### src/hw/alu_pkg.sv
package alu_pkg;

   // operand and result width, fixed by the register layout
   localparam int DATA_WIDTH = 16;
   // wishbone data width
   localparam int BUS_WIDTH  = 32;
   // word address width of the port register map
   localparam int ADR_WIDTH  = 2;
   // divide step counter width
   localparam int CNT_WIDTH  = $clog2(DATA_WIDTH);

   // port register map, word offsets
   localparam logic [ADR_WIDTH-1:0] REG_OPERANDS = 2'd0;
   localparam logic [ADR_WIDTH-1:0] REG_COMMAND  = 2'd1;
   localparam logic [ADR_WIDTH-1:0] REG_RESULT   = 2'd2;

   // opcode, carried in bits 1..0 of a command write
   typedef enum logic [1:0] {
      OP_ADD = 2'd0,
      OP_SUB = 2'd1,
      OP_MUL = 2'd2,
      OP_DIV = 2'd3
   } alu_op_e;

   // alu sequencer states
   typedef enum logic [2:0] {
      ST_IDLE,
      ST_ADDSUB,
      ST_MUL,
      ST_DIV,
      ST_SIGN
   } alu_state_e;

   // one job toward the alu
   typedef struct packed {
      alu_op_e                       op;
      logic signed [DATA_WIDTH-1:0] a;
      logic signed [DATA_WIDTH-1:0] b;
   } alu_req_t;

   // job result and flags
   typedef struct packed {
      logic signed [DATA_WIDTH-1:0] q;
      logic                          ovf;
      logic                          zero;
   } alu_rsp_t;

   // wishbone classic, host to port
   typedef struct packed {
      logic                 cyc;
      logic                 stb;
      logic                 we;
      logic [ADR_WIDTH-1:0] adr;
      logic [BUS_WIDTH-1:0] dat_w;
   } wb_m2s_t;

   // wishbone classic, port to host
   typedef struct packed {
      logic                 ack;
      logic [BUS_WIDTH-1:0] dat_r;
   } wb_s2m_t;

endpackage

### src/hw/alu_arbiter.sv
module alu_arbiter import alu_pkg::*; (
   input  logic       i_clk,
   input  logic       i_nrst,
   // port side
   input  logic [1:0] i_req_valid,
   input  alu_req_t   i_req0,
   input  alu_req_t   i_req1,
   output logic [1:0] o_done,
   output alu_rsp_t   o_rsp,
   // alu side
   output logic       o_start,
   output alu_req_t   o_req,
   input  logic       i_busy,
   input  logic       i_done,
   input  alu_rsp_t   i_rsp
);

   logic [1:0] grant_q;
   // port that won the previous grant
   logic       last_q;
   logic       pick1;
   logic       launch;

   // port 1 wins when alone or when port 0 had the last turn
   assign pick1  = i_req_valid[1] & (~i_req_valid[0] | ~last_q);
   assign launch = (grant_q == 2'b00) & (|i_req_valid) & ~i_busy;

   always_ff @(posedge i_clk or negedge i_nrst) begin
      if (!i_nrst) begin
         grant_q <= 2'b00;
         last_q  <= 1'b1;
         o_start <= 1'b0;
      end else begin
         o_start <= launch;
         if (launch) begin
            grant_q <= pick1 ? 2'b10 : 2'b01;
            last_q  <= pick1;
         end else if (i_done) begin
            // free the alu once its job is done
            grant_q <= 2'b00;
         end
      end
   end

   // ports hold their request while granted
   assign o_req  = grant_q[1] ? i_req1 : i_req0;
   // done only to the winner
   assign o_done = grant_q & {2{i_done}};
   assign o_rsp  = i_rsp;

   // alu done only ever meets exactly one granted port
   a_grant_onehot: assert property (@(posedge i_clk) disable iff (!i_nrst)
      i_done |-> $onehot(grant_q));

endmodule

### src/hw/alu_subsystem.sv
module alu_subsystem import alu_pkg::*; (
   input  logic    i_clk,
   input  logic    i_nrst,
   // host 0
   input  wb_m2s_t i_wb0,
   output wb_s2m_t o_wb0,
   // host 1
   input  wb_m2s_t i_wb1,
   output wb_s2m_t o_wb1
);

   // port to arbiter
   logic [1:0] req_valid;
   alu_req_t   req0;
   alu_req_t   req1;
   logic [1:0] port_done;
   alu_rsp_t   port_rsp;

   // arbiter to alu
   logic       alu_start;
   alu_req_t   alu_req;
   logic       alu_busy;
   logic       alu_done;
   alu_rsp_t   alu_rsp;

   wb_alu_port u_port0 (
      .i_clk       (i_clk),
      .i_nrst      (i_nrst),
      .i_wb        (i_wb0),
      .o_wb        (o_wb0),
      .o_req_valid (req_valid[0]),
      .o_req       (req0),
      .i_done      (port_done[0]),
      .i_rsp       (port_rsp)
   );

   wb_alu_port u_port1 (
      .i_clk       (i_clk),
      .i_nrst      (i_nrst),
      .i_wb        (i_wb1),
      .o_wb        (o_wb1),
      .o_req_valid (req_valid[1]),
      .o_req       (req1),
      .i_done      (port_done[1]),
      .i_rsp       (port_rsp)
   );

   alu_arbiter u_arbiter (
      .i_clk       (i_clk),
      .i_nrst      (i_nrst),
      .i_req_valid (req_valid),
      .i_req0      (req0),
      .i_req1      (req1),
      .o_done      (port_done),
      .o_rsp       (port_rsp),
      .o_start     (alu_start),
      .o_req       (alu_req),
      .i_busy      (alu_busy),
      .i_done      (alu_done),
      .i_rsp       (alu_rsp)
   );

   sequential_alu u_alu (
      .i_clk       (i_clk),
      .i_nrst      (i_nrst),
      .i_start     (alu_start),
      .i_req       (alu_req),
      .o_busy      (alu_busy),
      .o_done      (alu_done),
      .o_rsp       (alu_rsp)
   );

endmodule

### src/hw/sequential_alu.sv
module sequential_alu import alu_pkg::*; (
   input  logic     i_clk,
   input  logic     i_nrst,
   input  logic     i_start,
   input  alu_req_t i_req,
   output logic     o_busy,
   output logic     o_done,
   output alu_rsp_t o_rsp
);

   localparam int MSB = DATA_WIDTH - 1;

   // control state
   alu_state_e             state;
   alu_op_e                op_q;
   logic                   neg_q;
   logic [CNT_WIDTH-1:0]   cnt_q;

   // shared datapath registers
   // x: operand a, multiplier, dividend shifting into quotient
   // y: operand b, multiplicand, divisor
   // acc: product, remainder, final magnitude
   logic [DATA_WIDTH-1:0]  x_q;
   logic [DATA_WIDTH-1:0]  y_q;
   logic [DATA_WIDTH-1:0]  acc_q;

   // the single adder path
   logic [DATA_WIDTH-1:0]  add_a;
   logic [DATA_WIDTH-1:0]  add_b;
   logic                   add_cin;
   logic [DATA_WIDTH:0]    sum;

   logic                   add_ovf;
   logic [DATA_WIDTH-1:0]  rem_shift;
   logic                   trial_ok;
   logic                   mul_carry;
   logic                   mul_shift_ovf;
   logic                   sign_ovf;
   logic                   div_last;

   // absolute value, 0x8000 stays 0x8000 as unsigned
   function automatic logic [DATA_WIDTH-1:0] magnitude(input logic [DATA_WIDTH-1:0] v);
      return v[MSB] ? (~v + 1'b1) : v;
   endfunction

   // operand select per state
   always_comb begin
      add_a   = '0;
      add_b   = '0;
      add_cin = 1'b0;
      case (state)
         ST_ADDSUB: begin
            add_a   = x_q;
            // subtract as a + ~b + 1
            add_b   = (op_q == OP_SUB) ? ~y_q : y_q;
            add_cin = (op_q == OP_SUB);
         end
         ST_MUL: begin
            add_a = acc_q;
            add_b = y_q;
         end
         ST_DIV: begin
            // trial subtraction of the divisor
            add_a   = rem_shift;
            add_b   = ~y_q;
            add_cin = 1'b1;
         end
         ST_SIGN: begin
            // conditional negate of the magnitude
            add_a   = neg_q ? ~acc_q : acc_q;
            add_cin = neg_q;
         end
         default: ;
      endcase
   end

   assign sum = {1'b0, add_a} + {1'b0, add_b} + {{DATA_WIDTH{1'b0}}, add_cin};

   // signed overflow, like operand signs and a flipped result sign
   assign add_ovf       = (add_a[MSB] ~^ add_b[MSB]) & (sum[MSB] ^ add_a[MSB]);
   assign rem_shift     = {acc_q[MSB-1:0], x_q[MSB]};
   // carry out means no borrow
   assign trial_ok      = sum[DATA_WIDTH];
   assign mul_carry     = x_q[0] & sum[DATA_WIDTH];
   // multiplicand bit lost while multiplier bits remain
   assign mul_shift_ovf = y_q[MSB] & (x_q[MSB:1] != '0);
   // magnitude out of signed range for the result sign
   assign sign_ovf      = neg_q ? (acc_q[MSB] & (|acc_q[MSB-1:0])) : acc_q[MSB];
   assign div_last      = (cnt_q == CNT_WIDTH'(DATA_WIDTH - 1));

   assign o_busy = (state != ST_IDLE);

   // datapath
   always_ff @(posedge i_clk) begin
      case (state)
         ST_IDLE: begin
            if (i_start) begin
               if (i_req.op == OP_ADD || i_req.op == OP_SUB) begin
                  x_q <= i_req.a;
                  y_q <= i_req.b;
               end else begin
                  x_q <= magnitude(i_req.a);
                  y_q <= magnitude(i_req.b);
               end
               acc_q <= '0;
            end
         end
         ST_MUL: begin
            if (x_q[0]) begin
               acc_q <= sum[MSB:0];
            end
            x_q <= x_q >> 1;
            y_q <= y_q << 1;
         end
         ST_DIV: begin
            // last step parks the quotient in acc for the sign stage
            if (div_last) begin
               acc_q <= {x_q[MSB-1:0], trial_ok};
            end else if (trial_ok) begin
               acc_q <= sum[MSB:0];
            end else begin
               acc_q <= rem_shift;
            end
            x_q <= {x_q[MSB-1:0], trial_ok};
         end
         default: ;
      endcase
   end

   // sequencer
   always_ff @(posedge i_clk or negedge i_nrst) begin
      if (!i_nrst) begin
         state  <= ST_IDLE;
         op_q   <= OP_ADD;
         neg_q  <= 1'b0;
         cnt_q  <= '0;
         o_done <= 1'b0;
         o_rsp  <= '0;
      end else begin
         o_done <= 1'b0;
         case (state)
            ST_IDLE: begin
               if (i_start) begin
                  op_q  <= i_req.op;
                  neg_q <= i_req.a[MSB] ^ i_req.b[MSB];
                  cnt_q <= '0;
                  case (i_req.op)
                     OP_ADD, OP_SUB: state <= ST_ADDSUB;
                     OP_MUL:         state <= ST_MUL;
                     default: begin
                        // divide by zero ends before the loop
                        if (i_req.b == '0) begin
                           o_done <= 1'b1;
                           o_rsp  <= '{q: '0, ovf: 1'b0, zero: 1'b1};
                        end else begin
                           state <= ST_DIV;
                        end
                     end
                  endcase
               end
            end
            ST_ADDSUB: begin
               o_done <= 1'b1;
               o_rsp  <= '{q: sum[MSB:0], ovf: add_ovf, zero: 1'b0};
               state  <= ST_IDLE;
            end
            ST_MUL: begin
               if (x_q == '0) begin
                  state <= ST_SIGN;
               end else if (mul_carry || mul_shift_ovf) begin
                  o_done <= 1'b1;
                  o_rsp  <= '{q: '0, ovf: 1'b1, zero: 1'b0};
                  state  <= ST_IDLE;
               end
            end
            ST_DIV: begin
               cnt_q <= cnt_q + 1'b1;
               if (div_last) begin
                  state <= ST_SIGN;
               end
            end
            ST_SIGN: begin
               o_done <= 1'b1;
               o_rsp  <= '{q: sign_ovf ? '0 : sum[MSB:0], ovf: sign_ovf, zero: 1'b0};
               state  <= ST_IDLE;
            end
            default: state <= ST_IDLE;
         endcase
      end
   end

   // arbiter must wait for idle
   a_no_start_busy: assert property (@(posedge i_clk) disable iff (!i_nrst)
      i_start |-> !o_busy);

   // done is a single pulse
   a_done_pulse: assert property (@(posedge i_clk) disable iff (!i_nrst)
      o_done |=> !o_done);

endmodule

### src/hw/wb_alu_port.sv
module wb_alu_port import alu_pkg::*; (
   input  logic     i_clk,
   input  logic     i_nrst,
   // wishbone classic slave
   input  wb_m2s_t  i_wb,
   output wb_s2m_t  o_wb,
   // toward the arbiter
   output logic     o_req_valid,
   output alu_req_t o_req,
   input  logic     i_done,
   input  alu_rsp_t i_rsp
);

   logic                          ack_q;
   logic                          access;
   logic [BUS_WIDTH-1:0]          rdata;
   // last result and flags
   alu_rsp_t                      res_q;
   // operand and opcode holding registers
   logic signed [DATA_WIDTH-1:0]  a_q;
   logic signed [DATA_WIDTH-1:0]  b_q;
   alu_op_e                       op_q;

   // new bus access, not yet acked and no job pending
   assign access = i_wb.cyc & i_wb.stb & ~ack_q & ~o_req_valid;

   always_ff @(posedge i_clk or negedge i_nrst) begin
      if (!i_nrst) begin
         ack_q       <= 1'b0;
         o_req_valid <= 1'b0;
         res_q       <= '0;
      end else begin
         ack_q <= 1'b0;
         if (o_req_valid) begin
            // command cycle stays stalled until the job returns
            if (i_done) begin
               o_req_valid <= 1'b0;
               res_q       <= i_rsp;
               ack_q       <= 1'b1;
            end
         end else if (access) begin
            if (i_wb.we && i_wb.adr == REG_COMMAND) begin
               o_req_valid <= 1'b1;
            end else begin
               // operands, result read and unmapped offsets
               ack_q <= 1'b1;
            end
         end
      end
   end

   // operand and opcode capture
   always_ff @(posedge i_clk) begin
      if (access && i_wb.we) begin
         case (i_wb.adr)
            REG_OPERANDS: begin
               a_q <= i_wb.dat_w[BUS_WIDTH-1:DATA_WIDTH];
               b_q <= i_wb.dat_w[DATA_WIDTH-1:0];
            end
            REG_COMMAND: op_q <= alu_op_e'(i_wb.dat_w[1:0]);
            default: ;
         endcase
      end
   end

   assign o_req = '{op: op_q, a: a_q, b: b_q};

   // result word is zero, ovf, q in the low bits
   always_comb begin
      rdata = '0;
      if (i_wb.adr == REG_RESULT) begin
         rdata = {{(BUS_WIDTH - DATA_WIDTH - 2){1'b0}}, res_q.zero, res_q.ovf, res_q.q};
      end
   end

   assign o_wb = '{ack: ack_q, dat_r: rdata};

   // host keeps its cycle up until ack
   a_ack_in_cycle: assert property (@(posedge i_clk) disable iff (!i_nrst)
      o_wb.ack |-> (i_wb.cyc && i_wb.stb));

endmodule

### config.mk
export PLATFORM = sky130hd
export DESIGN_NAME = alu_subsystem
export DESIGN_NICKNAME = d
export VERILOG_FILES = /design/src/hw/alu_pkg.sv /design/src/hw/alu_arbiter.sv /design/src/hw/alu_subsystem.sv /design/src/hw/sequential_alu.sv /design/src/hw/wb_alu_port.sv
export SDC_FILE = /design/constraint.sdc
export NUM_CORES = 1
export LEC_CHECK = 0
export BUFFER_PORTS_ARGS = -buffer_cell sky130_fd_sc_hd__clkbuf_2
export CAP_MARGIN = 20
export CORE_MARGIN = 2
export CORE_UTILIZATION = 27
export DETAILED_ROUTE_END_ITERATION = 10
export PLACE_DENSITY_LB_ADDON = 0.05
export SYNTH_ARGS = -nofsm -noshare
export SYNTH_HDL_FRONTEND = slang
export SYNTH_SLANG_ARGS = --single-unit
### constraint.sdc
create_clock -name i_clk -period 9.8 [get_ports i_clk]
set_input_delay 0.49 -clock i_clk [delete_from_list [all_inputs] [get_ports i_clk]]
set_output_delay 0.49 -clock i_clk [all_outputs]
set_load 0.05 [all_outputs]
======== After elaboration in Yosys (flattened, before gate mapping) ========
Cells that the tools add are included.
storage, ports and cells
  register bits after elaboration ......... 189
  input bits .............................. 76
  output and inout port bits .............. 66
  logic and storage cells ................. 185
cells by class
  add/sub/neg operators ................... 5
  equal/unequal tests ..................... 21
  multiplexer cells ....................... 63
  bitwise operators ....................... 28
  reductions and logical operators ........ 38
operators with widths
  operator                                                         number
  16-bit two-way mux                                               13
  16-bit one-hot mux with 3 select lines                           3
  18-bit two-way mux                                               7
  18-bit one-hot mux with 4 select lines                           1
  16-bit inverter                                                  4
  16-bit one-hot mux with 4 select lines                           1
  34-bit two-way mux                                               1
  16-bit by 1-bit adder with 16-bit output, second input constant  2
  16-bit logical NOT                                               2
  16-bit one-hot mux with 2 select lines                           1
  1-bit two-way mux                                                22
  2-bit AND reduction                                              10
  16-bit by 16-bit adder with 17-bit output                        1
  17-bit by 1-bit adder with 17-bit output                         1
  3-bit two-way mux                                                5
  15-bit nonzero test                                              1
  15-bit OR reduction                                              1
  1-bit bitwise AND                                                13
  3-bit one-hot mux with 3 select lines                            1
  2-bit by 1-bit == test with 1-bit output, second input constant  4
  2-bit logical NOT                                                4
  2-bit by 1-bit != test with 1-bit output, second input constant  4
  4-bit one-hot mux with 2 select lines                            1
  2-bit == test, second input constant                             3
  28 further kinds                                                 49

======== Logic depth before layout (Yosys ltp) ========
Gate-level depths: netlist of the first run.
  word-level depth ........................ 10
  depth in mapped cells ................... 18
  gate-level depth less buffers ........... 14

======== Hierarchy ========
Synthesis of the first run repeated with hierarchy kept, for this count alone.
second synthesis, totals
  cells, all modules ...................... 978
  area total of the unflattened synthesis .. 10710.3 um2
by module, submodules not included
  module          instances  cells each  area each (um2)  seq. area each (um2)
  sequential_alu  1          669         5799.3           2167.1
  wb_alu_port     2          118         2082.0           1521.5
  alu_arbiter     1          73          747.0            101.3

======== Least setup slack after synthesis of the first run ========
OpenSTA, ideal clock, no wires.
  path type ............................... input -> register
  start point ............................. input i_wb0[35] (netlist name)
  end point ............................... register u_port0.a_q[0] (enable)
  library setup time ...................... 0.514 ns
  arrival ................................. 4.035 ns
  data required time ...................... 9.286 ns
  slack ................................... 5.251 ns
  stages .................................. 2
  path buffers ............................ 0
  path through ............................ nand4bb_1 nor4b_1
on the way
  word-level cells in the longest chain between the ends .. 5
ends and longest elaborated chain
  element                               RTL line            text
  start, declared                       alu_subsystem.sv:5  input wb_m2s_t i_wb0,
  1-bit bitwise AND (3 in series)       wb_alu_port.sv:25   assign access = i_wb.cyc & i_wb.stb & ~ack_q & ~o_req_valid;
  1-bit logical AND                     wb_alu_port.sv:54   if (access && i_wb.we) begin
  2-bit AND reduction (no source line)  n/a
  end signal, assigned                  wb_alu_port.sv:57   a_q <= i_wb.dat_w[BUS_WIDTH-1:DATA_WIDTH];
  end, declared                         wb_alu_port.sv:20   logic signed [DATA_WIDTH-1:0] a_q;
Every way passes these cells.
A chain may end at the register's enable or synchronous reset.

======== Worst setup path after layout of the first run ========
  start point ............................. register u_alu.state[1]
  end point ............................... register u_alu.acc_q[15], data pin
on the way
  word-level cells in the longest chain between the ends .. 7
  elaborated cells between the ends (all ways) .. 14
  those cells by class .................... 2 x add/sub; 4 x eq/ne; 7 x mux; 1 x reduce/logical
ends and longest elaborated chain
  element                                                                                                  RTL line               text
  start, declared                                                                                          sequential_alu.sv:14   alu_state_e state;
  start signal, assigned                                                                                   sequential_alu.sv:133  state <= ST_IDLE;
  start signal, assigned                                                                                   sequential_alu.sv:148  OP_ADD, OP_SUB: state <= ST_ADDSUB;
  start signal, assigned                                                                                   sequential_alu.sv:149  OP_MUL: state <= ST_MUL;
  3-bit == test, or another cell as far along                                                              sequential_alu.sv:51   case (state)
  16-bit one-hot mux with 4 select lines / 16-bit one-hot mux with 3 select lines (equally long branches)  sequential_alu.sv:51
  16-bit by 16-bit adder with 17-bit output                                                                sequential_alu.sv:77   assign sum = {1'b0, add_a} + {1'b0, add_b} + {{DATA_WIDTH{1'b0}}, add_cin};
  17-bit by 1-bit adder with 17-bit output                                                                 sequential_alu.sv:77
  16-bit two-way mux                                                                                       sequential_alu.sv:119  end else if (trial_ok) begin
  16-bit two-way mux                                                                                       sequential_alu.sv:117  if (div_last) begin
  16-bit one-hot mux with 3 select lines (*)                                                               sequential_alu.sv:95   case (state)
  end signal, assigned                                                                                     sequential_alu.sv:118  acc_q <= {x_q[MSB-1:0], trial_ok};
  end signal, assigned                                                                                     sequential_alu.sv:120  acc_q <= sum[MSB:0];
  end signal, assigned                                                                                     sequential_alu.sv:122  acc_q <= rem_shift;
  end, declared                                                                                            sequential_alu.sv:25   logic [DATA_WIDTH-1:0] acc_q;
Every way passes the cells marked *; elsewhere a longest branch is shown, timed or not. The select of a mux whose other input is x is not followed.

==> flow_results.org, run 1 <==
** CTS
- Root Buffer Master :: sky130_fd_sc_hd__clkbuf_16
- Post-CTS setup repair buffer count :: 0
- After clock tree synthesis, the clock-pin slew on the worst setup and hold paths is 80 ps.
- For the worst-skew pair, the clock arrives at the later sink with an insertion delay of 460 ps.
- TritonCTS built the clock tree.
- The clock tree synthesis step divided the H-tree into 4 levels.
- CTS Buffer Depth :: 2
- Buffers inserted during clock tree synthesis total 17.
- Clock tree synthesis found a total of 189 sinks.

** Critical path
- The worst setup path is launched from a flip-flop.
- By startpoint and endpoint, the worst setup path is classified as reg -> reg.
- Measured in cells, the most critical reg-to-reg path has a length of 13.
- Register-to-register setup slack :: 4380 ps
- The worst setup path is captured at a flip-flop.
- Cell at the slowest stage of the critical path :: sky130_fd_sc_hd__nor2_1
- The critical path goes through nand2b_1 -> nor2_1 -> buf_4 -> a221oi_1 -> fa_1 -> fa_1 -> nand2b_1 -> a211oi_1 -> o2111ai_1 -> a31o_2 -> nand2_1 -> o211ai_1 -> o22ai_1.
- Worst setup path start :: u_alu.state[1]
- Among cell families on the critical path, the largest total delay comes from simple AND/OR/NAND/NOR gates.
- Required @ worst endpoint :: 10080 ps
- Slowest stage delay, CP :: 930 ps
- In this run the number of cells on the critical path is 13.
- Counting both buffers and inverters, the worst setup path holds a total of 1.
- In this run the worst path has a maximum fanout of 28.
- R2r endpoint :: u_alu.acc_q[15]
- In this run the worst setup path terminates at u_alu.acc_q[15].
- Beginning of the worst register-to-register path :: u_alu.state[1]
- STA puts the critical path data arrival time at 5700 ps.

** STA
- Hold timing on the final database bottoms out at a slack of 205 ps.
- Final critical path time including I/O delays and setup :: 5420 ps
- The count of endpoints failing hold in the final timing report was 0.
- For the final database, setup skew stands at 15.5 ps.
- The max-slew violation total from the final report came to 0.
- Final total negative setup slack :: 0 ps
- Unrepaired setup endpoints after global routing :: false
- After layout, the worst path uses 55.3% of the clock period.
- Tightest slew margin relative to the limit :: 29.2%
- Slew at the pin with the worst max-slew slack :: 1060 ps
- Setup violations remaining at the end of the flow were counted as 0.
- Derived from the worst setup path, the maximum achievable clock frequency is 184 MHz.

** Placed design
- Summed over all nets, the half-perimeter wirelength after detailed placement is 22800 um.
- The count of buffers added on input and output ports is 113.
- Instance area after placement :: 11500 um2
- The congestion estimate from routability-driven global placement came to 0.763.

** Synth
- Number of flip-flops and latches in the synthesized netlist :: 189
- Dividing the synthesized area by the synthesized cell count gives 10.6 um2.
- Summed over all instances, the cell type with the most area after synthesis is sky130_fd_sc_hd__edfxtp_1.
- Ys flop type :: sky130_fd_sc_hd__edfxtp_1
- EDFF count, synth :: 116
- After synthesis the cells add up to 10500 um2.
- Cells taking the most area after synthesis :: sky130_fd_sc_hd__edfxtp_1 (33%), sky130_fd_sc_hd__dfrtp_1 (17%), sky130_fd_sc_hd__mux2_2 (4.4%), sky130_fd_sc_hd__a21oi_1 (4.1%), sky130_fd_sc_hd__mux2i_1 (3.8%)
- The most common cell in the synthesized netlist is sky130_fd_sc_hd__edfxtp_1.
- After synthesis, flip-flops and latches occupy 50.6% of the total area.
- Number of warnings reported in the yosys synthesis log :: 0
- The number of different library cells used by synthesis comes to 75.
- After technology mapping, the gate count stands at 987.
- Top cell types by occurrence after synthesis :: sky130_fd_sc_hd__edfxtp_1 (116), sky130_fd_sc_hd__nor2_1 (90), sky130_fd_sc_hd__a21oi_1 (87)
- Fraction of synthesized cell area taken by the top area cell type :: 33.2%
- Counting flops with an async set or reset pin after synthesis yields a share of 38.6%.

** Layout
- Share of post-route cells with drive strength above 1 :: 20.6%
- Final instance area :: 12200 um2
- Area Growth Syn to Fin :: 15.8%
- For this run, the share of the core covered by cells in the final layout is 31.5%.
- For this run, the post-layout net count is 1188.
- 0 antenna diodes ended up in the layout.

** Outcome
- Result of the run :: completed

** Detailed routing
- Via/cell ratio :: 4.80
- The count of nets left with antenna violations once routing finished came out at 0.
- Summing over every cut layer, the via total after detailed routing is 7792.
- First-pass iteration count of the detailed router :: 5
- In the final routed layout, each cell accounts on average for 19.1 um.
- Wire length reported by the detailed router :: 31100 um
- After the first detailed-routing iteration, the DRC count stood at 605.
- Post-route DRC violation count :: 0

** Global route
- In the global route stage, overall resource usage came out at 15.6%.
- Via count of the first global-routing pass :: 7771
- Maximum number of pins on one net before global-route repair :: 74
- Antenna violations before repair :: 0
- The first global-routing pass estimated 48400 um of wire.
- Gr ovfl total :: 0

** Power
- Share of power burned in the clock network :: 17.8%
- Of the total power, the share spent switching nets is 45.0%.
- For this design the static power due to leakage is 0.00485 uW.
- The internal portion of the total power is 2110 uW.
- Per report_power, the sequential group accounts for 35.0% of the total.
- Proportion of power drawn by combinational gates :: 47.1%
- Peak supply drop :: 0.133 mV
- Power Dens Cells :: 316 nW/um2
- Summed over all nets, the switching power comes to 1730 uW.

** Floorplanning
- Die height :: 201 um
- Die outline area :: 40500 um2
- IO Count :: 142
- Std-Cell Core Area :: 38600 um2
- X dimension of the die :: 201 um
- Placement row count :: 72
- Initial core utilization :: 27.2%

** Run
- Number of maximum-capacitance constraint violations :: 0

** Worst hold path
- Worst hold-check path type :: in -> reg
[logic make-up after synthesis]
group / Yosys count / synth area share, %
adders and majority gates: 20 / 2.53
muxes: 81 / 8.21
other: 1 / 0.0357
AOI/OAI and AO/OA: 267 / 16.5
and+or+nand+nor: 295 / 14.1
buffers and inverters: 95 / 4.81
xor gates and xnor gates: 39 / 3.25
DFF: 189 / 50.6
[metal layers]
metal  GRT usage, %  vias to the layer above  wire [um]
met4           4.15                        0        474
li1               -                     3825          -
met5              0                        -          0
met2           24.1                      171      14300
met1           22.6                     3770      15300
met3           2.58                       26       1010
[registers in the layout, indices dropped and copies added (netlist names), 2 cells and up]
register	flops
u_alu.o_rsp	18
u_port0.res_q	18
u_port1.res_q	18
u_alu.acc_q	16
u_alu.x_q	16
u_alu.y_q	16
u_port0.a_q	16
u_port0.b_q	16
u_port1.a_q	16
u_port1.b_q	16
u_alu.cnt_q	4
u_alu.state	3
u_alu.op_q	2
u_arbiter.grant_q	2
u_port0.op_q	2
u_port1.op_q	2
[final cells by class]
| class | instances | area [um2] |
|---|---|---|
| fill | 4054 | 26400 |
| sequential | 189 | 5310 |
| multi-input combinational | 730 | 4800 |
| timing repair buffer | 135 | 771 |
| tap | 518 | 648 |
| clock buffer | 17 | 425 |
| clock inverter | 15 | 128 |
| inverter | 19 | 71.3 |
[per-stage QoR]
| step | instances | setup slack (ps) | power [uW] |
|---|---|---|---|
| after floorplan | 1014 | 5250 | 2570 |
| after global placement | 1585 | 4510 | 3200 |
| after detailed placement | 1585 | 4210 | 3190 |
| after CTS | 1617 | 4180 | 3900 |
| after global routing | 1623 | 3880 | 4130 |
| final | 1623 | 4380 | 3840 |
[power by group through the flow]
stage | Sequential (uW) | Combinational [uW] | Clock, uW
floorplan | 1240 | 1330 | 0
global placement | 1370 | 1830 | 0
detailed placement | 1360 | 1830 | 0
CTS | 1350 | 1830 | 711
global route | 1380 | 2010 | 740
finish | 1350 | 1810 | 684
[cell usage in the layout, fill, tap and decap left out, types with 10 or more instances in the layout]
cell type                   synthesis  final
sky130_fd_sc_hd__nand2b_1          11     11
sky130_fd_sc_hd__a221o_1           14     14
sky130_fd_sc_hd__a22o_1            12     12
sky130_fd_sc_hd__conb_1             1     28
sky130_fd_sc_hd__xor2_1            17     17
sky130_fd_sc_hd__nor2b_1           10     10
sky130_fd_sc_hd__clkbuf_16          0     17
sky130_fd_sc_hd__nor3_1            18     18
sky130_fd_sc_hd__o22ai_1           10     10
sky130_fd_sc_hd__inv_1             18     18
sky130_fd_sc_hd__buf_4             32     19
sky130_fd_sc_hd__ha_1              18     18
sky130_fd_sc_hd__nor2_1            90     89
sky130_fd_sc_hd__clkbuf_2           0    112
sky130_fd_sc_hd__a21oi_1           87     87
sky130_fd_sc_hd__dfrtp_1           72     71
sky130_fd_sc_hd__and2_1            39     39
sky130_fd_sc_hd__xnor2_1           22     22
sky130_fd_sc_hd__o21ai_0           62     62
sky130_fd_sc_hd__nor4_1            11     11
sky130_fd_sc_hd__mux2i_1           40     40
sky130_fd_sc_hd__mux2_2            41     41
sky130_fd_sc_hd__edfxtp_1         116    116
sky130_fd_sc_hd__nand2_1           66     66
[worst min path at each step]
stage	from	end	cells after the start
after floorplan	i_nrst	u_alu.cnt_q[0]	0
after global placement	u_alu.op_q[1]	u_alu.op_q[1]	2
after detailed placement	u_alu.op_q[1]	u_alu.op_q[1]	2
after CTS	i_wb0[17]	u_port0.a_q[1]	1
after global routing	i_wb0[14]	u_port0.b_q[14]	1
final	i_wb0[17]	u_port0.a_q[1]	1
[what timing repair did]
action                                 in CTS  in global routing
endpoints found under the hold margin       0                 28
gates resized for setup                     0                  0
hold buffers                                0                  1
Note: power is estimated with default switching activity, not from simulation.
==> run 2, diff against run 1 <==
--- a/config.mk
+++ b/config.mk
@@ -5,6 +5,7 @@
 export SDC_FILE = /design/constraint.sdc
 export NUM_CORES = 1
 export LEC_CHECK = 0
+export ABC_AREA = 1
 export BUFFER_PORTS_ARGS = -buffer_cell sky130_fd_sc_hd__clkbuf_2
 export CAP_MARGIN = 20
 export CORE_MARGIN = 2
==> constraint.sdc (replaced) <==
create_clock -name i_clk -period 5.14 [get_ports i_clk]
set_input_delay 0.257 -clock i_clk [delete_from_list [all_inputs] [get_ports i_clk]]
set_output_delay 0.257 -clock i_clk [all_outputs]
set_load 0.05 [all_outputs]
==> run 2 against run 1 <==
  * First-iteration DRC count fell by 18%
  * Sequential power rose by 95%
  * Sequential share of layout area fell by 3.0 points
  * Die area rose by 2.4%
  * Largest cell class unchanged
  * Largest power group unchanged
==> flow_results.org, run 2 <==
** Global route
- The wire length of the first global-routing pass was 50600 um (+4.7%).
- The global-route congestion overflow total came to 0 (unchanged).
- Maximum number of pins on one net before global-route repair :: 74 (unchanged)
- The initial antenna violation count came to 0 (unchanged).
- Global routing usage summed across all routing layers :: 15.9% (+0.31 points)
- Via count of the first global-routing pass :: 8957 (+15%)

** Critical path
- Slowest stage delay, CP :: 510 ps (-420 ps)
- Cell at the slowest stage of the critical path :: sky130_fd_sc_hd__fa_1
- The worst endpoint data arrival time is 4530 ps (-1170 ps).
- Crit path depth :: 22 (+9)
- R2r endpoint :: u_alu.acc_q[3]
- Required @ worst endpoint :: 5350 ps (-4730 ps)
- Maximum fanout along the worst path :: 17 (-39%)
- Category of cells accounting for the largest share of critical-path delay :: simple AND/OR/NAND/NOR gates
- Most Frequent Cell on Critical Path :: sky130_fd_sc_hd__nand2_1
- STA classifies the critical path startpoint as a flip-flop.
- Beginning of the worst register-to-register path :: u_alu.state[2]
- Type of the worst setup path :: reg -> reg
- Worst reg-to-reg path cell count :: 22 (+9)
- The worst setup path is captured at a flip-flop.
- The worst path buffer plus inverter count is 6 (+5).
- Worst path cell trace :: inv_2 -> nand2_1 -> inv_2 -> nand2_1 -> inv_2 -> nor2_1 -> inv_1 -> o211ai_1 -> fa_1 -> fa_1 -> inv_1 -> nand2_1 -> nand2_1 -> nand3_1 -> nand2_1 -> nand2_1 -> nand2_1 -> inv_1 -> nand2_1 -> nand3_1 -> o21ai_0 -> nand2_1
- The reg2reg setup slack came to 820 ps (-3560 ps).

** Worst hold path
- Worst hold-check path type :: in -> reg
- Hold Path Origin :: i_wb1[33]
- Worst min-delay path endpoint :: u_port1.ack_q
- Hold path depth :: 3 (+2)

** STA
- The max-slew violation total from the final report was 0 (unchanged).
- Final total negative setup slack :: 0 ps (unchanged)
- The post-route minimum period is 4320 ps (-1100 ps).
- Setup repair after global routing left no endpoint under its margin.
- Final Skew :: 17.9 ps (+2.45 ps)
- The transition time at the pin with the least slew margin is 961 ps (-99.1 ps).
- The maximum operating frequency was 231 MHz (+25%).
- Tightest hold margin :: 133 ps (-72.2 ps)
- Final hold viol count :: 0 (unchanged)
- # setup viols final :: 0 (unchanged)
- The worst relative slew slack is 35.7% (+6.5 points).
- The final cycle utilization of the critical path is 84.1% (+29 points).

** Synth
- The number of enable flip-flop cells after synthesis was 116 (unchanged).
- Cells taking the most area after synthesis :: sky130_fd_sc_hd__edfxtp_1 (32%), sky130_fd_sc_hd__dfrtp_1 (17%), sky130_fd_sc_hd__nand2_1 (16%), sky130_fd_sc_hd__inv_1 (6.0%), sky130_fd_sc_hd__o21ai_0 (5.6%)
- Fraction of synthesized cell area taken by the top area cell type :: 32.4% (-0.79 points)
- Most numerous cell in the Yosys netlist :: sky130_fd_sc_hd__nand2_1
- Netlist area before placement :: 10800 um2 (+2.4%)
- Number of distinct library cells after synthesis :: 45 (-40%)
- The share of synthesized area occupied by flip-flops and latches came to 49.4% (-1.2 points).
- Ranked by instance count, the synthesized netlist is headed by sky130_fd_sc_hd__nand2_1 (453), sky130_fd_sc_hd__inv_1 (171), sky130_fd_sc_hd__o21ai_0 (120).
- Number of flip-flops and latches in the synthesized netlist :: 189 (unchanged)
- Among all flip-flop cells after synthesis, the most frequent one is sky130_fd_sc_hd__edfxtp_1.
- The number of warnings printed during yosys synthesis is 0 (unchanged).
- Average size of a mapped cell :: 7.84 um2 (-26%)
- The gate count of the mapped netlist is 1372 (+39%).
- The largest total area in the synthesized netlist belongs to sky130_fd_sc_hd__edfxtp_1.
- Async set or reset register ratio after synthesis :: 38.6% (unchanged)

** Placed design
- Cell Count Post-Placement :: 1982 (+25%)
- The half-perimeter wire length after detailed placement came to 24200 um (+6.4%).
- Instance area after placement :: 11800 um2 (+2.6%)
- GP Congestion :: 0.832 (+8.9%)
- Total of buffers placed on input and output ports :: 113 (unchanged)

** Layout
- The share of final-layout standard cells stronger than drive strength 1 was 11.6% (-9.0 points).
- Total Nets Final :: 1638 (+38%)
- In the final layout, the registers with the most flip-flops are u_alu.o_rsp x18, u_port0.res_q x18, u_port1.res_q x18.
- The final cell count without fillers is 2080 (+28%).
- The post-route core utilization was 33.0% (+1.4 points).
- The library cell used most frequently in the layout, excluding fill and tap cells, is sky130_fd_sc_hd__nand2_1.
- Final instance area :: 13000 um2 (+7.2%)
- Highest-count cells in the layout ignoring fill and taps :: sky130_fd_sc_hd__nand2_1 (453), sky130_fd_sc_hd__inv_1 (171), sky130_fd_sc_hd__o21ai_0 (120)
- The number of antenna repair diodes came to 0 (unchanged).
- Compared with the post-synthesis result, the final layout area differs by 21.2%.
- Filler cell count :: 4287 (+5.7%)

** Power
- LEAKAGE :: 0.00604 uW (+25%)
- The worst IR drop on VDD was 0.281 mV (+110%).
- The power per standard cell area was 570 nW/um2 (+81%).

** Outcome
- The run finished with clean final reports.

** Detailed routing
- The post-route DRC violation count was 0 (unchanged).
- The wire length per cell was 15.5 um (-19%).
- Wire length reported by the detailed router :: 32300 um (+3.9%)
- First-pass iteration count of the detailed router :: 5 (unchanged)
- The via count was 9177 (+18%).
- Remaining number of nets flagged by the antenna check after routing :: 0 (unchanged)
- Initial drt markers :: 494 (-18%)
- The post-detailed-route via-to-cell ratio was 4.41 (-8.1%).

** CTS
- Maximum level of the CTS H-tree :: 4 (unchanged)
- The number of buffers added for setup after CTS is 0 (unchanged).
- The count of hold buffers inserted by post-cts repair came to 64 (+64).
- TritonCTS clock tree :: yes
- Worst-Skew Late Latency :: 460 ps (about the same)
- Clock transition time at the flip-flop clock pins of the worst setup and hold paths :: 80 ps (about the same)
- Root Buffer Master :: sky130_fd_sc_hd__clkbuf_16
- The number of sinks handled by clock tree synthesis is 189 (unchanged).
- CTS Buffer Depth :: 2 (unchanged)
- The number of buffers added by the clock tree synthesis step is 17 (unchanged).
- The number of cells upsized or downsized after cts was 0 (unchanged).

** Floorplanning
- The number of rows in the core area is 73 (+1.4%).
- The core region area is 39500 um2 (+2.6%).
- X dimension of the die :: 204 um (+1.2%)
- IO Count :: 142 (unchanged)
- The die height was 204 um (+1.2%).
- The initial cell density of the core was 27.2% (-0.038 points).
- Die outline area :: 41500 um2 (+2.4%)

** Run
- Number of maximum-capacitance constraint violations :: 0 (unchanged)
run 2: changes by cell type after synthesis, moves of 28 or more:
cell                      before  now
sky130_fd_sc_hd__a21oi_1      87   48
sky130_fd_sc_hd__and2_1       39    1
sky130_fd_sc_hd__inv_1        18  171
sky130_fd_sc_hd__mux2_2       41    0
sky130_fd_sc_hd__mux2i_1      40    1
sky130_fd_sc_hd__nand2_1      66  453
sky130_fd_sc_hd__nand3_1       8   60
sky130_fd_sc_hd__nor2_1       90  118
sky130_fd_sc_hd__o21ai_0      62  120
run 2: logic make-up after synthesis:
| kind of cell | after synthesis | synth area share [%] |
|---|---|---|
| xor gates and xnor gates | 24 | 1.95 |
| muxes | 1 | 0.0930 |
| other | 1 | 0.0349 |
| and+or+nand+nor | 665 | 24.6 |
| buffers and inverters | 249 | 10.0 |
| adders and majority gates | 20 | 2.47 |
| AOI/OAI and AO/OA | 223 | 11.5 |
| DFF | 189 | 49.4 |
run 2: per-stage QoR:
stage                     worst slack (ps)  power [uW]
after floorplan                        955        5020
after global placement                 869        6190
after detailed placement               779        6180
after CTS                              777        7540
after global routing                   310        8090
final                                  818        7430
run 2: per-layer routing:
layer | up-vias | track usage, % | share of wire, %
li1 | 4713 | - | -
met1 | 4308 | 21.7 | 48
met2 | 138 | 26.2 | 48
met3 | 18 | 2.27 | 2.3
met4 | 0 | 4.74 | 1.5
met5 | - | 0 | 0
run 2: report_power, final:
group / switching [uW] / internal, uW / total [uW]
clock network: 658 / 630 / 1290
logic: 2470 / 1040 / 3520
registers: 390 / 2240 / 2630
run 2: cell type report:
class                      instances  area [um2]  share of cell area, %
clock buffer                      18         429                   3.29
clock inverter                    14         111                  0.854
inverter                         179         672                   5.15
multi-input combinational        961        4490                   34.4
sequential                       189        5310                   40.7
tap                              525         657                   5.04
timing repair buffer             194        1370                   10.5
run 2: how the worst max path moves through the flow:
stage | endpoint | from
after detailed placement | u_alu.acc_q[3] | u_alu.state[2]
after floorplan | u_port0.a_q[0] | u_port0.o_req_valid
final | u_alu.acc_q[3] | u_alu.state[2]
after CTS | u_alu.acc_q[3] | u_alu.state[2]
after global placement | u_alu.acc_q[3] | u_alu.state[2]
after global routing | u_alu.acc_q[4] | u_alu.state[2]
run 2: tightest hold or removal path, cell delays in order:
cell and delay (ps):
sky130_fd_sc_hd__clkbuf_2 110, sky130_fd_sc_hd__nor3_1 60, sky130_fd_sc_hd__o21ai_0 120
==> run 3, diff against run 2 <==
--- a/config.mk
+++ b/config.mk
@@ -5,7 +5,7 @@
 export SDC_FILE = /design/constraint.sdc
 export NUM_CORES = 1
 export LEC_CHECK = 0
-export ABC_AREA = 1
+export ABC_AREA = 0
 export BUFFER_PORTS_ARGS = -buffer_cell sky130_fd_sc_hd__clkbuf_2
 export CAP_MARGIN = 20
 export CORE_MARGIN = 2
==> constraint.sdc (replaced) <==
create_clock -name i_clk -period 3.9 [get_ports i_clk]
set_input_delay 0.195 -clock i_clk [delete_from_list [all_inputs] [get_ports i_clk]]
set_output_delay 0.195 -clock i_clk [all_outputs]
set_load 0.05 [all_outputs]
==> run 3 against run 2 <==
  * Fmax increased by 14%
  * Clock-buffer cell count up 3
  * Register-to-register slack worse by 690 ps
  * Die area fell by 2.3%
  * Cell count fell by 16%
  * Total power rose by 45%
  * Largest power group unchanged
==> flow_results.org, run 3 (synthesis gave the netlist of run 1 again) <==
** Outcome
- Result of the run :: completed

** CTS
- TritonCTS built the clock tree.
- Clock transition time at the flip-flop clock pins of the worst setup and hold paths :: 70 ps (about the same)
- Num CTS Buffers :: 17 (unchanged)
- CTS placed an instance of sky130_fd_sc_hd__clkbuf_16 at the clock tree root.
- Maximum level of the CTS H-tree :: 4 (unchanged)
- The maximum number of buffers from clock root to sink came to 2 (unchanged).
- CTS sink cnt :: 189 (unchanged)
- Worst-Skew Late Latency :: 450 ps (about the same)

** Global route
- The wire length of the first global-routing pass came to 49600 um (-2.0%).
- The via count of the first global-routing pass is 8134 (-9.2%).
- Antenna violations before repair :: 0 (unchanged)
- The global-route congestion overflow total is 0 (unchanged).
- Maximum number of pins on one net before global-route repair :: 57 (-23%)
- Global routing usage summed across all routing layers :: 16.1% (+0.15 points)

** Run
- Number of maximum-capacitance constraint violations :: 0 (unchanged)

** Detailed routing
- The wire length per cell came to 18.5 um (+19%).
- First-pass iteration count of the detailed router :: 5 (unchanged)
- Remaining number of nets flagged by the antenna check after routing :: 0 (unchanged)
- Wire length reported by the detailed router :: 32200 um (-0.33%)
- The post-route DRC violation count was 0 (unchanged).
- The DRC marker count from the first detailed-route iteration is 403 (-18%).
- The via count was 8230 (-10%).
- Via/cell ratio :: 4.72 (+7.0%)

** Power
- Peak supply drop :: 0.373 mV (+33%)
- The leakage power total came to 0.00545 uW (-9.8%).
- Switching share of power :: 43.2% (-4.1 points)
- Sequential fraction of design power :: 31.3% (-4.0 points)
- Proportion of power drawn by combinational gates :: 52.7% (+5.4 points)
- Net load switching power :: 4650 uW (+32%)
- The clock network fraction of design power was 16.1% (-1.2 points).
- The internal power summed over all cells came to 6110 uW (+56%).
- Power Dens Cells :: 803 nW/um2 (+41%)

** Floorplanning
- Initial core utilization :: 27.2% (+0.038 points)
- The number of primary I/O pins was 142 (unchanged).
- Placement row count :: 72 (-1.4%)
- The horizontal die dimension is 201 um (-1.2%).
- Die outline area :: 40500 um2 (-2.3%)
- The die height was 201 um (-1.2%).
- Std-Cell Core Area :: 38600 um2 (-2.5%)

** STA
- The post-route minimum period is 3780 ps (-546 ps).
- The final cycle utilization of the critical path came to 96.8% (+13 points).
- Slew at the pin with the worst max-slew slack :: 893 ps (-67.1 ps)
- The count of endpoints failing hold in the final timing report was 0 (unchanged).
- Unrepaired setup endpoints after global routing :: true
- The count of endpoints failing setup in the final report came to 0 (unchanged).
- Final Skew :: 11.8 ps (-6.10 ps)
- The maximum operating frequency was 265 MHz (+14%).
- The worst relative slew slack is 40.4% (+4.7 points).
- The max-slew violation total from the final report was 0 (unchanged).

** Critical path
- The reg2reg setup slack came to 120 ps (-690 ps).
- Category of cells accounting for the largest share of critical-path delay :: compound AO/OA/AOI/OAI gates
- Required @ worst endpoint :: 4240 ps (-1110 ps)
- STA classifies the critical path endpoint as a flip-flop.
- Traced cell by cell, the critical path runs through buf_4 -> nor2_2 -> nand2_1 -> o21ai_2 -> buf_6 -> nor2_1 -> fa_2 -> fa_1 -> nand2b_1 -> a211oi_4 -> o2111ai_4 -> buf_4 -> o2111a_1 -> o21ai_2 -> nor2_2 -> buf_12 -> a22o_1.
- Cell at the slowest stage of the critical path :: sky130_fd_sc_hd__dfrtp_2
- The worst endpoint data arrival time was 4120 ps (-410 ps).
- Maximum fanout along the worst path :: 17 (unchanged)
- The worst path buffer plus inverter count came to 4 (-2).
- The worst setup path is launched from a flip-flop.
- Slowest stage delay, CP :: 450 ps (-60 ps)
- Type of the worst setup path :: reg -> reg

** Layout
- Share of post-route cells with drive strength above 1 :: 24.7% (+13 points)
- Ant. Diodes :: 0 (unchanged)
- The largest registers in the layout are u_alu.o_rsp x18, u_port0.res_q x18, u_port1.res_q x18.
- Most common cell after layout, fill and taps aside :: sky130_fd_sc_hd__edfxtp_1
- The final cell area excluding filler cells came to 13400 um2 (+2.8%).
- The count of nets after finishing is 1308 (-20%).
- Area Growth Syn to Fin :: 27.6%
- The top cell types in the final layout, fill and taps aside, are sky130_fd_sc_hd__edfxtp_1 (116), sky130_fd_sc_hd__clkbuf_2 (112), sky130_fd_sc_hd__nor2_1 (87).
- Fin cells :: 1743 (-16%)

** Placed design
- The total placed instance area is 12000 um2 (+1.8%).
- The quantity of I/O buffers inserted on ports came to 113 (unchanged).
- The cell total after placement is 1642 (-17%).
- Detailed Place HPWL :: 24100 um (-0.54%)
- GP Congestion :: 0.791 (-4.9%)

** Worst hold path
- The worst hold path belongs to the class in -> reg.
[run 3: changes by cell type in the layout (fill, tap and decap cells not counted), moves of 30 or more]
cell                      change
sky130_fd_sc_hd__o21ai_0     -60
sky130_fd_sc_hd__nand3_1     -52
sky130_fd_sc_hd__buf_4       +55
sky130_fd_sc_hd__nand2_1    -387
sky130_fd_sc_hd__mux2_2      +41
sky130_fd_sc_hd__nor2_1      -30
sky130_fd_sc_hd__mux2i_1     +39
sky130_fd_sc_hd__and2_1      +38
sky130_fd_sc_hd__a21oi_1     +36
sky130_fd_sc_hd__inv_1      -153
[run 3: worst min-delay path, delay by kind of cell]
kind | cells | cell delay, ps
simple gates | 3 | 210
buf+inv | 1 | 90
[run 3: power by group through the flow]
stage	Sequential [uW]	Clock [uW]	Combinational [uW]
2_1_floorplan	3120	0	3380
3_3_place_gp	3420	0	5490
3_5_place_dp	3410	0	5470
4_1_cts	3370	1790	5590
5_1_grt	3430	1870	6230
6_report	3370	1730	5670
[run 3: what timing repair did]
item,CTS,global route
hold endpoints to repair,119,0
cloned,1,0
pin swaps,3,2
hold buffers,65,0
setup buffers,0,1
gates resized for setup,10,15
endpoints found under the setup margin,18,35
[run 3: area by class of cell]
class                           instances  area (um2)
Clock inverter                         11        78.8
Timing Repair Buffer                  255        1850
Inverter                               19        76.3
Fill cell                            4019       25200
Multi-Input combinational cell        730        4940
Sequential cell                       189        5310
Tap cell                              518         648
Clock buffer                           21         493
[run 3: metrics by stage]
step / total power, uW / TNS (ps) / hold WS [ps] / setup WS [ps] / utilization (%)
after floorplan: 6490 / 0 / -101 / 20.1 / -
after global placement: 8900 / 0 / 299 / 4.92 / 31.2
after global routing: 11500 / -599 / 97.4 / -54.3 / 34.8
after CTS: 10700 / 0 / 51.9 / 34.6 / 34.5
after detailed placement: 8870 / -4.26 / 292 / -4.26 / 31.2
final: 10800 / 0 / 77.9 / 125 / 34.8
[run 3: path summary, 6_finish.rpt]
path	startpoint	to	depth (start not counted)
max	u_alu.state[2]	u_alu.o_rsp[7]	17
min	i_wb0[34]	u_port0.ack_q	4
max reg2reg	u_alu.state[2]	u_alu.o_rsp[7]	17
min reg2reg	u_arbiter.last_q	u_arbiter.last_q	2
max in group asynchronous	i_nrst	u_arbiter.last_q	3
min in group asynchronous	i_nrst	u_port0.res_q[10]	2
[run 3: routing by layer]
| metal | track usage, % | wire length, um |
|---|---|---|
| met4 | 4.99 | 606 |
| met5 | 0 | 0 |
| met1 | 22.0 | 15400 |
| met2 | 25.9 | 15200 |
| met3 | 2.79 | 962 |
